--- src/codebook_macros.svh ---
`ifndef CODEBOOK_MACROS_SVH
`define CODEBOOK_MACROS_SVH

// --------------------
// Symbol group input
// --------------------

// Number of symbols in a group.
`define CB_CNT_W 6

// Eight 4-bit symbols packed as hex digits.
`define CB_KEY_W 32

// Groups longer than this never match.
`define CB_CNT_MAX 8

// --------------------
// Codeword output
// --------------------

`define CB_LEN_W 5  // Holds lengths up to 20 bits.

`define CB_CODE_W 21  // Right-aligned codeword field.

`endif
--- src/codebook_code_pkg.sv ---
`include "codebook_macros.svh"

package codebook_code_pkg;

    // --------------------
    // Codeword types
    // --------------------

    typedef logic [`CB_LEN_W-1:0] code_len_t;  // Zero means the group has no entry.

    // Codeword bits, right-aligned in the field.
    typedef logic [`CB_CODE_W-1:0] code_bits_t;

    // Registered lookup result.
    typedef struct packed {
        logic       match;
        code_len_t  len;
        code_bits_t bits;
    } code_result_t;

endpackage

--- src/codebook_sym_pkg.sv ---
`include "codebook_macros.svh"

package codebook_sym_pkg;

    // --------------------
    // Symbol group types
    // --------------------

    // How many symbols the key holds.
    typedef logic [`CB_CNT_W-1:0] sym_cnt_t;

    // Symbols packed as hex digits, the last symbol in the lowest digit.
    typedef logic [`CB_KEY_W-1:0] sym_key_t;

    // One group as it enters the encoder.
    typedef struct packed {
        sym_cnt_t cnt;
        sym_key_t key;
    } sym_group_t;

endpackage

--- src/codebook_encoder_b11.sv ---
`include "codebook_macros.svh"

module codebook_encoder_b11 (
    input  logic                            clk_i,
    input  logic                            rst_n_i,
    input  codebook_sym_pkg::sym_group_t    sym_i,
    output codebook_code_pkg::code_result_t code_o
);

    codebook_code_pkg::code_len_t  len;
    codebook_code_pkg::code_bits_t bits;

    // Both tables see the same group in the same cycle.
    codebook_length_rom length_rom_i (
        .sym_i (sym_i),
        .len_o (len)
    );

    codebook_codeword_rom codeword_rom_i (
        .sym_i  (sym_i),
        .bits_o (bits)
    );

    // One register stage, so the result shows one cycle after the group.
    codebook_output_stage output_stage_i (
        .clk_i   (clk_i),
        .rst_n_i (rst_n_i),
        .len_i   (len),
        .bits_i  (bits),
        .code_o  (code_o)
    );

endmodule

--- src/codebook_output_stage.sv ---
`include "codebook_macros.svh"

module codebook_output_stage (
    input  logic                            clk_i,
    input  logic                            rst_n_i,
    input  codebook_code_pkg::code_len_t    len_i,
    input  codebook_code_pkg::code_bits_t   bits_i,
    output codebook_code_pkg::code_result_t code_o
);

    codebook_code_pkg::code_result_t result;

    // --------------------
    // Result assembly
    // --------------------

    // Every table entry has a nonzero length, so a zero length means no match.
    always_comb begin
        result.match = (len_i != '0);
        result.len   = len_i;
        result.bits  = result.match ? bits_i : '0;  // Keep stray bits off a miss.
    end

    // --------------------
    // Output register
    // --------------------

    always_ff @(posedge clk_i) begin
        if (!rst_n_i) begin
            code_o <= '0;
        end else begin
            code_o <= result;
        end
    end

endmodule

--- src/codebook_codeword_rom.sv ---
`include "codebook_macros.svh"

module codebook_codeword_rom (
    input  codebook_sym_pkg::sym_group_t  sym_i,
    output codebook_code_pkg::code_bits_t bits_o
);

    logic cnt_ok;

    assign cnt_ok = (sym_i.cnt != '0) && (sym_i.cnt <= `CB_CNT_MAX);

    // Same selection as the length table. Codewords sit right-aligned.
    always_comb begin
        bits_o = '0;
        if (cnt_ok) begin
            case (sym_i.cnt)
                'd1: case (sym_i.key)
                    'h1:     bits_o = 'b10000;
                    'hF:     bits_o = 'b11111111110100;
                    default: bits_o = '0;
                endcase
                'd2: case (sym_i.key)
                    'h21:    bits_o = 'b11111010000;
                    'h22:    bits_o = 'b11111010001;
                    'h0F:    bits_o = 'b11111111110101;
                    'h2F:    bits_o = 'b11111111111111101100;
                    default: bits_o = '0;
                endcase
                'd3: case (sym_i.key)
                    'h002:   bits_o = 'b100010;
                    'h200:   bits_o = 'b100100;
                    'h020:   bits_o = 'b100011;
                    'h201:   bits_o = 'b11111010110;
                    'h011:   bits_o = 'b11111010010;
                    'h202:   bits_o = 'b11111010111;
                    'h012:   bits_o = 'b11111010011;
                    'h021:   bits_o = 'b11111010100;
                    'h022:   bits_o = 'b11111010101;
                    'h00F:   bits_o = 'b11111111110110;
                    'h01F:   bits_o = 'b1111111111111110000;
                    'h20F:   bits_o = 'b11111111111111101110;
                    'h02F:   bits_o = 'b11111111111111101101;
                    default: bits_o = '0;
                endcase
                'd4: case (sym_i.key)
                    'h0002:  bits_o = 'b100101;
                    'h0102:  bits_o = 'b11111011011;
                    'h0011:  bits_o = 'b11111011000;
                    'h0012:  bits_o = 'b11111011001;
                    'h0101:  bits_o = 'b11111011010;
                    'h000F:  bits_o = 'b11111111110111;
                    'h010F:  bits_o = 'b1111111111111110010;
                    'h001F:  bits_o = 'b1111111111111110001;
                    default: bits_o = '0;
                endcase
                'd5: case (sym_i.key)
                    'h00002: bits_o = 'b100110;
                    'h00102: bits_o = 'b11111011111;
                    'h00011: bits_o = 'b11111011100;
                    'h01001: bits_o = 'b11111100000;
                    'h00012: bits_o = 'b11111011101;
                    'h01002: bits_o = 'b11111100001;
                    'h00101: bits_o = 'b11111011110;
                    'h0000F: bits_o = 'b11111111111000;
                    'h0010F: bits_o = 'b1111111111111110100;
                    'h0100F: bits_o = 'b1111111111111110101;
                    'h0001F: bits_o = 'b1111111111111110011;
                    default: bits_o = '0;
                endcase
                'd6: case (sym_i.key)
                    'h000002: bits_o = 'b100111;
                    'h000101: bits_o = 'b11111100100;
                    'h000102: bits_o = 'b11111100101;
                    'h000011: bits_o = 'b11111100010;
                    'h001001: bits_o = 'b11111100110;
                    'h000012: bits_o = 'b11111100011;
                    'h001002: bits_o = 'b11111100111;
                    'h010001: bits_o = 'b11111101000;
                    'h010002: bits_o = 'b11111101001;
                    'h00000F: bits_o = 'b11111111111001;
                    'h00010F: bits_o = 'b11111111111111110000;
                    'h00100F: bits_o = 'b11111111111111110001;
                    'h00001F: bits_o = 'b11111111111111101111;
                    'h01000F: bits_o = 'b11111111111111110010;
                    default:  bits_o = '0;
                endcase
                'd7: case (sym_i.key)
                    'h0000002: bits_o = 'b101000;
                    'h0001000: bits_o = 'b101010;
                    'h0010000: bits_o = 'b101011;
                    'h0000100: bits_o = 'b101001;
                    'h0000101: bits_o = 'b11111101100;
                    'h0000102: bits_o = 'b11111101101;
                    'h0000011: bits_o = 'b11111101010;
                    'h0001001: bits_o = 'b11111101110;
                    'h0000012: bits_o = 'b11111101011;
                    'h0001002: bits_o = 'b11111101111;
                    'h0010001: bits_o = 'b11111110000;
                    'h0010002: bits_o = 'b11111110001;
                    'h0100001: bits_o = 'b11111110010;
                    'h0100002: bits_o = 'b11111110011;
                    'h000000F: bits_o = 'b11111111111010;
                    'h000010F: bits_o = 'b11111111111111110100;
                    'h000100F: bits_o = 'b11111111111111110101;
                    'h000001F: bits_o = 'b11111111111111110011;
                    'h001000F: bits_o = 'b11111111111111110110;
                    'h010000F: bits_o = 'b11111111111111110111;
                    default:   bits_o = '0;
                endcase
                'd8: case (sym_i.key)
                    'h00000001: bits_o = 'b101100;
                    'h00000002: bits_o = 'b101101;
                    'h00000010: bits_o = 'b101110;
                    'h01000000: bits_o = 'b110000;
                    'h00000100: bits_o = 'b101111;
                    'h00000101: bits_o = 'b11111110110;
                    'h00000102: bits_o = 'b11111110111;
                    'h00000011: bits_o = 'b11111110100;
                    'h00000012: bits_o = 'b11111110101;
                    'h01000001: bits_o = 'b11111111000;
                    'h01000002: bits_o = 'b111111110010;
                    'h0000000F: bits_o = 'b111111111110110;
                    'h0000010F: bits_o = 'b11111111111111111001;
                    'h0000001F: bits_o = 'b11111111111111111000;
                    'h0100000F: bits_o = 'b11111111111111111010;
                    default:    bits_o = '0;
                endcase
                default: bits_o = '0;
            endcase
        end
    end

endmodule

--- src/codebook_length_rom.sv ---
`include "codebook_macros.svh"

module codebook_length_rom (
    input  codebook_sym_pkg::sym_group_t sym_i,
    output codebook_code_pkg::code_len_t len_o
);

    logic cnt_ok;

    assign cnt_ok = (sym_i.cnt != '0) && (sym_i.cnt <= `CB_CNT_MAX);

    // The count picks the sub-table, the key picks the entry within it.
    always_comb begin
        len_o = '0;
        if (cnt_ok) begin
            case (sym_i.cnt)
                'd1: case (sym_i.key)
                    'h1:      len_o = 'd5;
                    'hF:      len_o = 'd14;
                    default:  len_o = '0;
                endcase
                'd2: case (sym_i.key)
                    'h21, 'h22: len_o = 'd11;
                    'h0F:       len_o = 'd14;
                    'h2F:       len_o = 'd20;
                    default:    len_o = '0;
                endcase
                'd3: case (sym_i.key)
                    'h002, 'h200, 'h020:                      len_o = 'd6;
                    'h201, 'h011, 'h202, 'h012, 'h021, 'h022: len_o = 'd11;
                    'h00F:                                    len_o = 'd14;
                    'h01F:                                    len_o = 'd19;
                    'h20F, 'h02F:                             len_o = 'd20;
                    default:                                  len_o = '0;
                endcase
                'd4: case (sym_i.key)
                    'h0002:                         len_o = 'd6;
                    'h0102, 'h0011, 'h0012, 'h0101: len_o = 'd11;
                    'h000F:                         len_o = 'd14;
                    'h010F, 'h001F:                 len_o = 'd19;
                    default:                        len_o = '0;
                endcase
                'd5: case (sym_i.key)
                    'h00002: len_o = 'd6;
                    'h00102, 'h00011, 'h01001,
                    'h00012, 'h01002, 'h00101: len_o = 'd11;
                    'h0000F: len_o = 'd14;
                    'h0010F, 'h0100F, 'h0001F: len_o = 'd19;
                    default: len_o = '0;
                endcase
                'd6: case (sym_i.key)
                    'h000002: len_o = 'd6;
                    'h000101, 'h000102, 'h000011, 'h001001,
                    'h000012, 'h001002, 'h010001, 'h010002: len_o = 'd11;
                    'h00000F: len_o = 'd14;
                    'h00010F, 'h00100F, 'h00001F, 'h01000F: len_o = 'd20;
                    default:  len_o = '0;
                endcase
                'd7: case (sym_i.key)
                    'h0000002, 'h0001000, 'h0010000, 'h0000100: len_o = 'd6;
                    'h0000101, 'h0000102, 'h0000011, 'h0001001, 'h0000012,
                    'h0001002, 'h0010001, 'h0010002, 'h0100001, 'h0100002: len_o = 'd11;
                    'h000000F: len_o = 'd14;
                    'h000010F, 'h000100F, 'h000001F,
                    'h001000F, 'h010000F: len_o = 'd20;
                    default:   len_o = '0;
                endcase
                'd8: case (sym_i.key)
                    'h00000001, 'h00000002, 'h00000010,
                    'h01000000, 'h00000100: len_o = 'd6;
                    'h00000101, 'h00000102, 'h00000011,
                    'h00000012, 'h01000001: len_o = 'd11;
                    'h01000002: len_o = 'd12;
                    'h0000000F: len_o = 'd15;  // Longer than the 14 of the shorter groups.
                    'h0000010F, 'h0000001F, 'h0100000F: len_o = 'd20;
                    default:    len_o = '0;
                endcase
                default: len_o = '0;
            endcase
        end
    end

endmodule

--- config.mk ---
export PLATFORM = sky130hd
export DESIGN_NAME = codebook_encoder_b11
export DESIGN_NICKNAME = d
export VERILOG_FILES = /design/src/codebook_code_pkg.sv /design/src/codebook_sym_pkg.sv /design/src/codebook_encoder_b11.sv /design/src/codebook_output_stage.sv /design/src/codebook_codeword_rom.sv /design/src/codebook_length_rom.sv
export VERILOG_INCLUDE_DIRS = /design/src /design/src/src
export SDC_FILE = /design/constraint.sdc
export NUM_CORES = 1
export LEC_CHECK = 0
export ABC_CLOCK_PERIOD_IN_PS = 5800
export BUFFER_PORTS_ARGS = -buffer_cell sky130_fd_sc_hd__buf_2
export CORE_UTILIZATION = 35
export CTS_BUF_LIST = sky130_fd_sc_hd__clkbuf_4 sky130_fd_sc_hd__clkbuf_8 sky130_fd_sc_hd__clkbuf_16
export CTS_CLUSTER_DIAMETER = 150
export DETAILED_ROUTE_END_ITERATION = 16
export SYNTH_ARGS = -nofsm -noshare
export SYNTH_HDL_FRONTEND = slang
export SYNTH_SLANG_ARGS = --single-unit
--- constraint.sdc ---
create_clock -name clk_i -period 5.8 [get_ports clk_i]
set_input_delay 0.58 -clock clk_i [delete_from_list [all_inputs] [get_ports clk_i]]
set_output_delay 0.58 -clock clk_i [all_outputs]
set_load 0.05 [all_outputs]
==> flow_summary.yaml, run 1 <==
status:
  outcome: "finished clean"
route:
  wirelength_mm: 11.6
  ant_nets: 0
  routedWlPerCell_um: 21.7
  num_vias: 3524
  drc: 0
  firstDrtPassIters: 6
  drt_iter0_markers: 390
  viasPerCell: 6.59
clocking:
  tritoncts: "built"
  ctsHoldBuffers: 0
  cts-resized-gates: 0
  postCtsSetupBuffers: 0
  clk_pin_slew_worst_paths_ns: 0.07
  cts_sinks: 18
  cts_buffer_depth: 2
  cts-buffers-inserted: 3
  root_buffer: "clkbuf_8"
  h-tree-depth: 1
logic_synthesis:
  synthFlopType: "dfxtp_1"
  yosysMostFrequentCell: "nor2_1"
  yosysSeqAreaShare_pct: 13.0
  syn_area_per_cell_um2: 7.02
  synth_edf_count: 0
  synth_common_cells: "nor2_1, a21oi_1, nand2_1"
  synth_compound_area_share_pct: 29.2
  synth_warnings: 0
  ys_types: 70
  synth-adder-area-share_pct: 0
  synth_xor_area_share_pct: 3.16
  synthCells: 395
  ys_seq_elements: 18
  yosys.area_share.simple_pct: 46.3
  netlist_area_mm2: 0.00277
  synthTopCellsByArea: "dfxtp_1, a21oi_1, nor2_1"
  synth_top_area_cell: "dfxtp_1"
  synth_nets: 435
  synth.area.mux_share_pct: 0
  synth.top_cell.area_share_pct: 13.0
  async_flop_share_pct: 0
  synth_top_family_by_area: "simple AND/OR/NAND/NOR gates"
worst_setup_path:
  slowest_stage: "nor2_1"
  critical_path_buf_inv_count: 1
  worstPathCellList: "buf_2 -> nor4_1 -> nand2_1 -> nor2_1 -> o21ai_0 -> nand4_1 -> nor3_1 -> a21o_1 -> a31oi_1"
  crit_family: "simple AND/OR/NAND/NOR gates"
  critPathKind: "primary input to flop"
  critPathLaunchType: "primary input"
  crit_path_max_incr_delay_ns: 1.02
  worstPathArrival_ns: 4.04
  endpoint_kind: "flop"
  worstPathRequired_ns: 5.98
  cp.depth: 9
  worstPathMaxFanout: 18
global_route:
  grt_pass1_wl_mm: 17.8
  grt_pass1_vias: 3181
  grt_max_degree: 19
  grt_overflow: 0
  grtUsageTotal_pct: 27.8
  antenna_found_initial: 0
floorplanning:
  die_y_um: 91.0
  fp.coreArea_mm2: 0.00769
  initial_core_util_pct: 36.1
  num_io_pins: 67
  fp.dieW_um: 91.0
  dieArea_mm2: 0.00828
  rows: 32
placement:
  io_buffers: 65
  place_hpwl_mm: 9.16
  gp_congestion: 0.957
sta:
  tightest_slew_ns: 1.18
  rsz0062_at_grt: "no"
  slew_headroom_pct: 20.8
  finalSetupViolCount: 0
  fin_tns_setup_ns: 0
  period_needed_ns: 3.87
  hold_viol_final: 0
  fmax_mhz: 259
  fin_crit_sh_pct: 66.7
  finalMaxSlewViolations: 0
min_path:
  hold_class: "primary input to flop"
  hp-start: "rst_n_i"
  worstHoldPathCells: 3
  hold_end: "output_stage_i.code_o[19]$_SDFF_PN0_"
layout:
  nets: 474
  antenna_cells: 0
  drive_gt1_share_pct: 22.9
  regMostFlops: "output_stage_i.code_o"
  area_delta_synth_final_pct: 10.8
  reg.largest.list: "output_stage_i.code_o: 18 flops"
  largest_reg_flops: 18
job:
  cap_violations: 0
pwr:
  power_uw: 294
  ir_worst_vdd_mv: 0.0565
  power_density_mw_per_mm2: 95.8
  p_leak_uw: 0.00100
[layout by cell type (no fill, tap or decap), types with 6 or more instances in the layout]
cell | Yosys | routed
o31ai_1 | 6 | 6
dfxtp_1 | 18 | 18
nand2_1 | 31 | 31
xor2_1 | 7 | 7
o211ai_1 | 6 | 6
nor3_1 | 21 | 21
nor4_1 | 10 | 10
nor2_1 | 37 | 37
nand4_1 | 12 | 12
o21ai_0 | 16 | 16
nor3_2 | 6 | 6
nand3_1 | 25 | 25
a31oi_1 | 6 | 6
and3_1 | 9 | 9
buf_2 | 10 | 65
a21oi_1 | 33 | 33
[layout make-up]
class,count,area (um2)
Fill cell,852,4620
Inverter,3,11.3
Sequential cell,18,360
Clock buffer,4,55.1
Timing Repair Buffer,66,333
Multi-Input combinational cell,342,2180
Tap cell,102,128
[power breakdown]
group | switching (uW) | total [uW] | internal (uW) | leakage [uW]
sequential | 0.000000000391 | 124 | 124 | 0.000145
combinational | 46.5 | 67.8 | 21.3 | 0.000826
clock | 42.5 | 103 | 60.5 | 0.0000288
total | 88.9 | 294 | 205 | 0.00100
[cell families after synthesis]
| family | Yosys count |
|---|---|
| buf+inv | 35 |
| simple gates | 211 |
| flops | 18 |
| xor+xnor | 10 |
| other cells | 1 |
| compound gates | 120 |
[worst max path at each step]
stage	start	endpoint	slack [ns]
floorplan	sym_i[4]	output_stage_i.code_o[3]$_SDFF_PN0_	3.17
global placement	sym_i[17]	output_stage_i.code_o[0]$_SDFF_PN0_	1.82
detailed placement	sym_i[17]	output_stage_i.code_o[0]$_SDFF_PN0_	1.80
CTS	sym_i[17]	output_stage_i.code_o[0]$_SDFF_PN0_	2.07
global route	sym_i[17]	output_stage_i.code_o[0]$_SDFF_PN0_	1.81
finish	sym_i[17]	output_stage_i.code_o[0]$_SDFF_PN0_	1.93
[routing by layer]
layer / GRT usage [%] / routed length (um)
met1: 35.8 / 4740
met2: 43.8 / 5130
met3: 5.28 / 1140
met4: 14.8 / 585
met5: 0 / 0
[metrics by stage]
step	setup slack (ns)	instances	area, um2	util, %	hold slack (ns)
global placement	1.82	531	3020	39.2	1.03
CTS	2.07	535	3070	40.0	0.753
global route	1.81	535	3070	40.0	0.784
finish	1.93	535	3070	40.0	0.755
detailed placement	1.80	531	3020	39.2	1.02
floorplan	3.17	395	2770	-	0.851
No activity file was read; power rests on OpenSTA's default activity.
==> run 2: changes to the inputs <==
- ABC_CLOCK_PERIOD_IN_PS: 5800 -> 3800
- clock period: 5.8 -> 3.8 ns (I/O delays scaled with it)
==> run 2 against run 1 <==
Compared with the run above:
- routed wire length up 1.7%
- highest routed layer unchanged
- final cell count increased by 2.4%
- total power rose by 50%
- sequential cell count stayed put
- design area increased by 3.2%
- clock-buffer cell count unchanged
==> flow_summary.yaml, run 2 (same netlist as run 1, synthesis figures left out) <==
status:
  outcome: "finished clean"
global_route:
  grt_overflow: 0
  grtUsageTotal_pct: 28.7
  grt_max_degree: 18
  grt_pass1_vias: 3319
  antenna_found_initial: 0
  grt_pass1_wl_mm: 18.7
placement:
  place_hpwl_mm: 9.71
  placed_cells: 544
  gp_congestion: 0.943
  io_buffers: 65
  placed_area_mm2: 0.00311
layout:
  final_cell_mix: "buf_2, nor2_1, a21oi_1"
  largest_reg_flops: 18
  num-fill-cells: 862
  utilization_pct: 41.2
  drive_gt1_share_pct: 25.1
  area_delta_synth_final_pct: 14.4
  antenna_cells: 0
  nets: 487
  reg.largest.list: "output_stage_i.code_o: 18 flops"
  regMostFlops: "output_stage_i.code_o"
  stdcell_area_mm2: 0.00317
  fin_cells: 548
  final_common_cell: "buf_2"
worst_setup_path:
  worstPathArrival_ns: 3.40
  slowest_stage: "nor4_4"
  worstPathRequired_ns: 3.96
  crit_path_max_incr_delay_ns: 0.73
  endpoint_kind: "flop"
  critPathLaunchType: "primary input"
  worstPathMaxFanout: 14
  worstPathCellList: "buf_2 -> nor4_4 -> nand2_2 -> nor3_2 -> o21ai_1 -> and3_1 -> a21oi_1 -> o21ai_0 -> a31oi_1"
  critPathKind: "primary input to flop"
pwr:
  p_switching_uw: 127
  sw_frac_of_total_pct: 28.7
  ir_worst_vdd_mv: 0.101
  combPwrFrac_pct: 23.9
  power_uw: 441
  pwr-share-seq_pct: 42.8
  power_density_mw_per_mm2: 139
  p_int_uw: 315
  clkPwrFrac_pct: 33.4
  p_leak_uw: 0.00106
sta:
  finalSetupViolCount: 0
  fin_tns_setup_ns: 0
  finalMaxSlewViolations: 0
  rsz0062_at_grt: "no"
  fmax_mhz: 309
  slew_headroom_pct: 44.2
  fin_crit_sh_pct: 85.3
  period_needed_ns: 3.24
  tightest_slew_ns: 0.829
  hold_viol_final: 0
route:
  viasPerCell: 6.57
  drc: 0
  firstDrtPassIters: 5
  num_vias: 3598
  routedWlPerCell_um: 21.5
  ant_nets: 0
  drt_iter0_markers: 542
  wirelength_mm: 11.8
clocking:
  cts_sinks: 18
  cts-buffers-inserted: 3
  clk_pin_slew_worst_paths_ns: 0.06
  h-tree-depth: 1
  ctsHoldBuffers: 0
  cts-resized-gates: 0
  cts_buffer_depth: 2
  postCtsSetupBuffers: 0
  root_buffer: "clkbuf_8"
  tritoncts: "built"
floorplanning:
  fp.coreArea_mm2: 0.00769
  initial_core_util_pct: 36.1
  die_y_um: 91.0
  dieArea_mm2: 0.00828
  fp.dieW_um: 91.0
  rows: 32
  num_io_pins: 67
min_path:
  hold_class: "primary input to flop"
job:
  cap_violations: 0
[run 2: changes by cell type in the layout (fill, tap and decap cells not counted)]
cell	before	now
buf_4	1	14
[run 2: path summary, 6_finish.rpt]
check	startpoint	to	slack, ns	depth (start not counted)
worst min-delay path	rst_n_i	output_stage_i.code_o[25]$_SDFF_PN0_	0.59	3
worst max-delay path	sym_i[12]	output_stage_i.code_o[0]$_SDFF_PN0_	0.56	9
[run 2: layout make-up]
cell class	instances	area [um2]	share of cell area, %
repair buffers	79	430	13.6
inverters	3	11.3	0.355
flip-flops and latches	18	360	11.4
clock buffers	4	55.1	1.74
well taps	102	128	4.03
multi-input cells	342	2180	68.9
[run 2: power by group through the flow]
stage,sequential [uW],clock (uW),combinational (uW)
finish,189,147,105
global route,188,161,115
CTS,189,152,105
detailed placement,193,0,104
global placement,193,0,102
floorplan,193,0,62.6
[run 2: layer usage]
layer / GRT usage (%) / vias to the layer above / share of wire, %
li1: - / 1626 / -
met5: 0 / - / 0
met3: 4.02 / 58 / 9.7
met4: 16.7 / 0 / 6.0
met2: 43.9 / 276 / 44
met1: 38.3 / 1638 / 41
[run 2: critical path: cells and delay by family]
family,cells,cell delay [ns]
buf+inv,1,0.17
compound gates,4,0.99
simple gates,4,1.86
[run 2: through the flow]
step           setup WS (ns)  hold WS, ns
6_report               0.559        0.591
2_1_floorplan           1.37        0.651
4_1_cts                0.734        0.590
3_5_place_dp           0.447        0.843
5_1_grt                0.363        0.630
3_3_place_gp           0.384        0.842
==> run 3: changes to the inputs <==
- CELL_PAD_IN_SITES_DETAIL_PLACEMENT: not set -> 1
- CELL_PAD_IN_SITES_GLOBAL_PLACEMENT: not set -> 2
- CORE_UTILIZATION: 35 -> 30
- PLACE_DENSITY_LB_ADDON: not set -> 0.08
==> run 3 against run 2 <==
Compared with the run above:
- the flow now finishes with violations (DRC)
- combinational power increased by 5%
- final cell count increased by 2.4%
- die area increased by 16%
- total power increased by 2.9%
- hold slack got worse by 0.0060 ns
- global-route usage decreased by 1.0 points
- sequential cell count unchanged
- design area increased by 1.9%
- setup slack improved by 0.11 ns
- sequential power about the same
- critical path type unchanged
- largest cell class unchanged
==> flow_summary.yaml, run 3 (same netlist as run 1, synthesis figures left out) <==
status:
  outcome: "complete, but fails checks"
  violations: "DRC"
route:
  routedWlPerCell_um: 23.6
  viasPerCell: 6.24
  wirelength_mm: 13.2
  ant_nets: 0
  firstDrtPassIters: 13
  drc: 4
  num_vias: 3503
  drt_iter0_markers: 214
layout:
  final_common_cell: "buf_2"
  largest_reg_flops: 18
  regMostFlops: "output_stage_i.code_o"
  num-fill-cells: 1145
  drive_gt1_share_pct: 26.3
  reg.largest.list: "output_stage_i.code_o: 18 flops"
  antenna_cells: 0
  nets: 494
  area_delta_synth_final_pct: 16.5
  final_cell_mix: "buf_2, nor2_1, a21oi_1"
sta:
  rsz0062_at_grt: "no"
  fin_tns_setup_ns: 0
  hold_ws_ns: 0.585
  period_needed_ns: 3.13
  tightest_slew_ns: 0.834
  finalMaxSlewViolations: 0
  hold_viol_final: 0
  finalSetupViolCount: 0
  fmax_mhz: 320
  slew_headroom_pct: 43.9
  fin_crit_sh_pct: 82.3
global_route:
  grt_overflow: 0
  grt_pass1_vias: 3556
  grtUsageTotal_pct: 27.7
  grt_max_degree: 18
  grt_pass1_wl_mm: 20.5
  antenna_found_initial: 0
worst_setup_path:
  endpoint_kind: "flop"
  worstPathArrival_ns: 3.28
  crit_path_max_incr_delay_ns: 0.76
  worstPathCellList: "buf_2 -> nor4_2 -> nand2_1 -> or2_1 -> a2111oi_0 -> o31a_1 -> a2bb2oi_1 -> a41oi_1"
  worstPathRequired_ns: 3.95
  critPathKind: "primary input to flop"
  critPathLaunchType: "primary input"
  slowest_stage: "a2111oi_0"
  worstPathMaxFanout: 17
floorplanning:
  rows: 34
  dieArea_mm2: 0.00963
  die_y_um: 98.1
  num_io_pins: 67
  fp.dieW_um: 98.1
  fp.coreArea_mm2: 0.00885
  initial_core_util_pct: 31.3
pwr:
  pwr-share-seq_pct: 41.5
  p_switching_uw: 138
  ir_worst_vdd_mv: 0.0854
  combPwrFrac_pct: 24.2
  sw_frac_of_total_pct: 30.4
  p_int_uw: 316
  p_leak_uw: 0.00110
  clkPwrFrac_pct: 34.3
  power_density_mw_per_mm2: 141
clocking:
  cts_buffer_depth: 2
  clk_pin_slew_worst_paths_ns: 0.06
  postCtsSetupBuffers: 0
  ctsHoldBuffers: 0
  tritoncts: "built"
  h-tree-depth: 1
  cts-resized-gates: 0
  cts-buffers-inserted: 3
  root_buffer: "clkbuf_8"
  cts_sinks: 18
job:
  cap_violations: 0
min_path:
  hold_class: "primary input to flop"
placement:
  place_hpwl_mm: 10.9
  gp_congestion: 0.986
  io_buffers: 65
## run 3: cell types whose count changed in the layout (fill, tap and decap cells not counted)
| cell | previous run | this run |
|---|---|---|
| buf_4 | 14 | 21 |
## run 3: final timing paths
kind	startpoint	to	slack, ns	cells past startpoint
worst max-delay path	sym_i[29]	output_stage_i.code_o[3]$_SDFF_PN0_	0.67	8
worst min-delay path	rst_n_i	output_stage_i.code_o[19]$_SDFF_PN0_	0.58	3
## run 3: metrics by stage
| step | total power, uW | std cells | cell area, um2 | utilization [%] | worst slack [ns] |
|---|---|---|---|---|---|
| floorplan | 255 | 395 | 2770 | - | 1.37 |
| global placement | 299 | 557 | 3170 | 35.9 | 0.506 |
| detailed placement | 302 | 557 | 3170 | 35.9 | 0.486 |
| CTS | 460 | 561 | 3230 | 36.5 | 0.763 |
| global route | 481 | 561 | 3230 | 36.5 | 0.553 |
| finish | 454 | 561 | 3230 | 36.5 | 0.671 |
## run 3: routing by layer
layer	vias to the layer above	track usage (%)	wire, um
li1	1638	-	-
met1	1666	35.8	5840
met2	164	45.9	6070
met3	35	4.44	871
met4	0	10.8	473
met5	-	0	0
## run 3: layout make-up
| cell class | instances | area (um2) | share of cell area, % |
|---|---|---|---|
| sequential | 18 | 360 | 11.2 |
| clock buffer | 4 | 55.1 | 1.70 |
| tap | 108 | 135 | 4.18 |
| multi-input combinational | 342 | 2180 | 67.6 |
| timing repair buffer | 86 | 483 | 15.0 |
| inverter | 3 | 11.3 | 0.349 |
## run 3: power by group through the flow
stage | Combinational [uW] | Sequential, uW | Clock (uW)
final | 110 | 189 | 156
after global routing | 119 | 188 | 173
after CTS | 109 | 188 | 162
after detailed placement | 109 | 193 | 0
after global placement | 106 | 193 | 0
after floorplan | 62.6 | 193 | 0
## run 3: critical path, delay by kind of cell
family          cells  cell delay (ns)
compound gates      4             1.49
buf+inv             1             0.10
simple gates        3             1.28
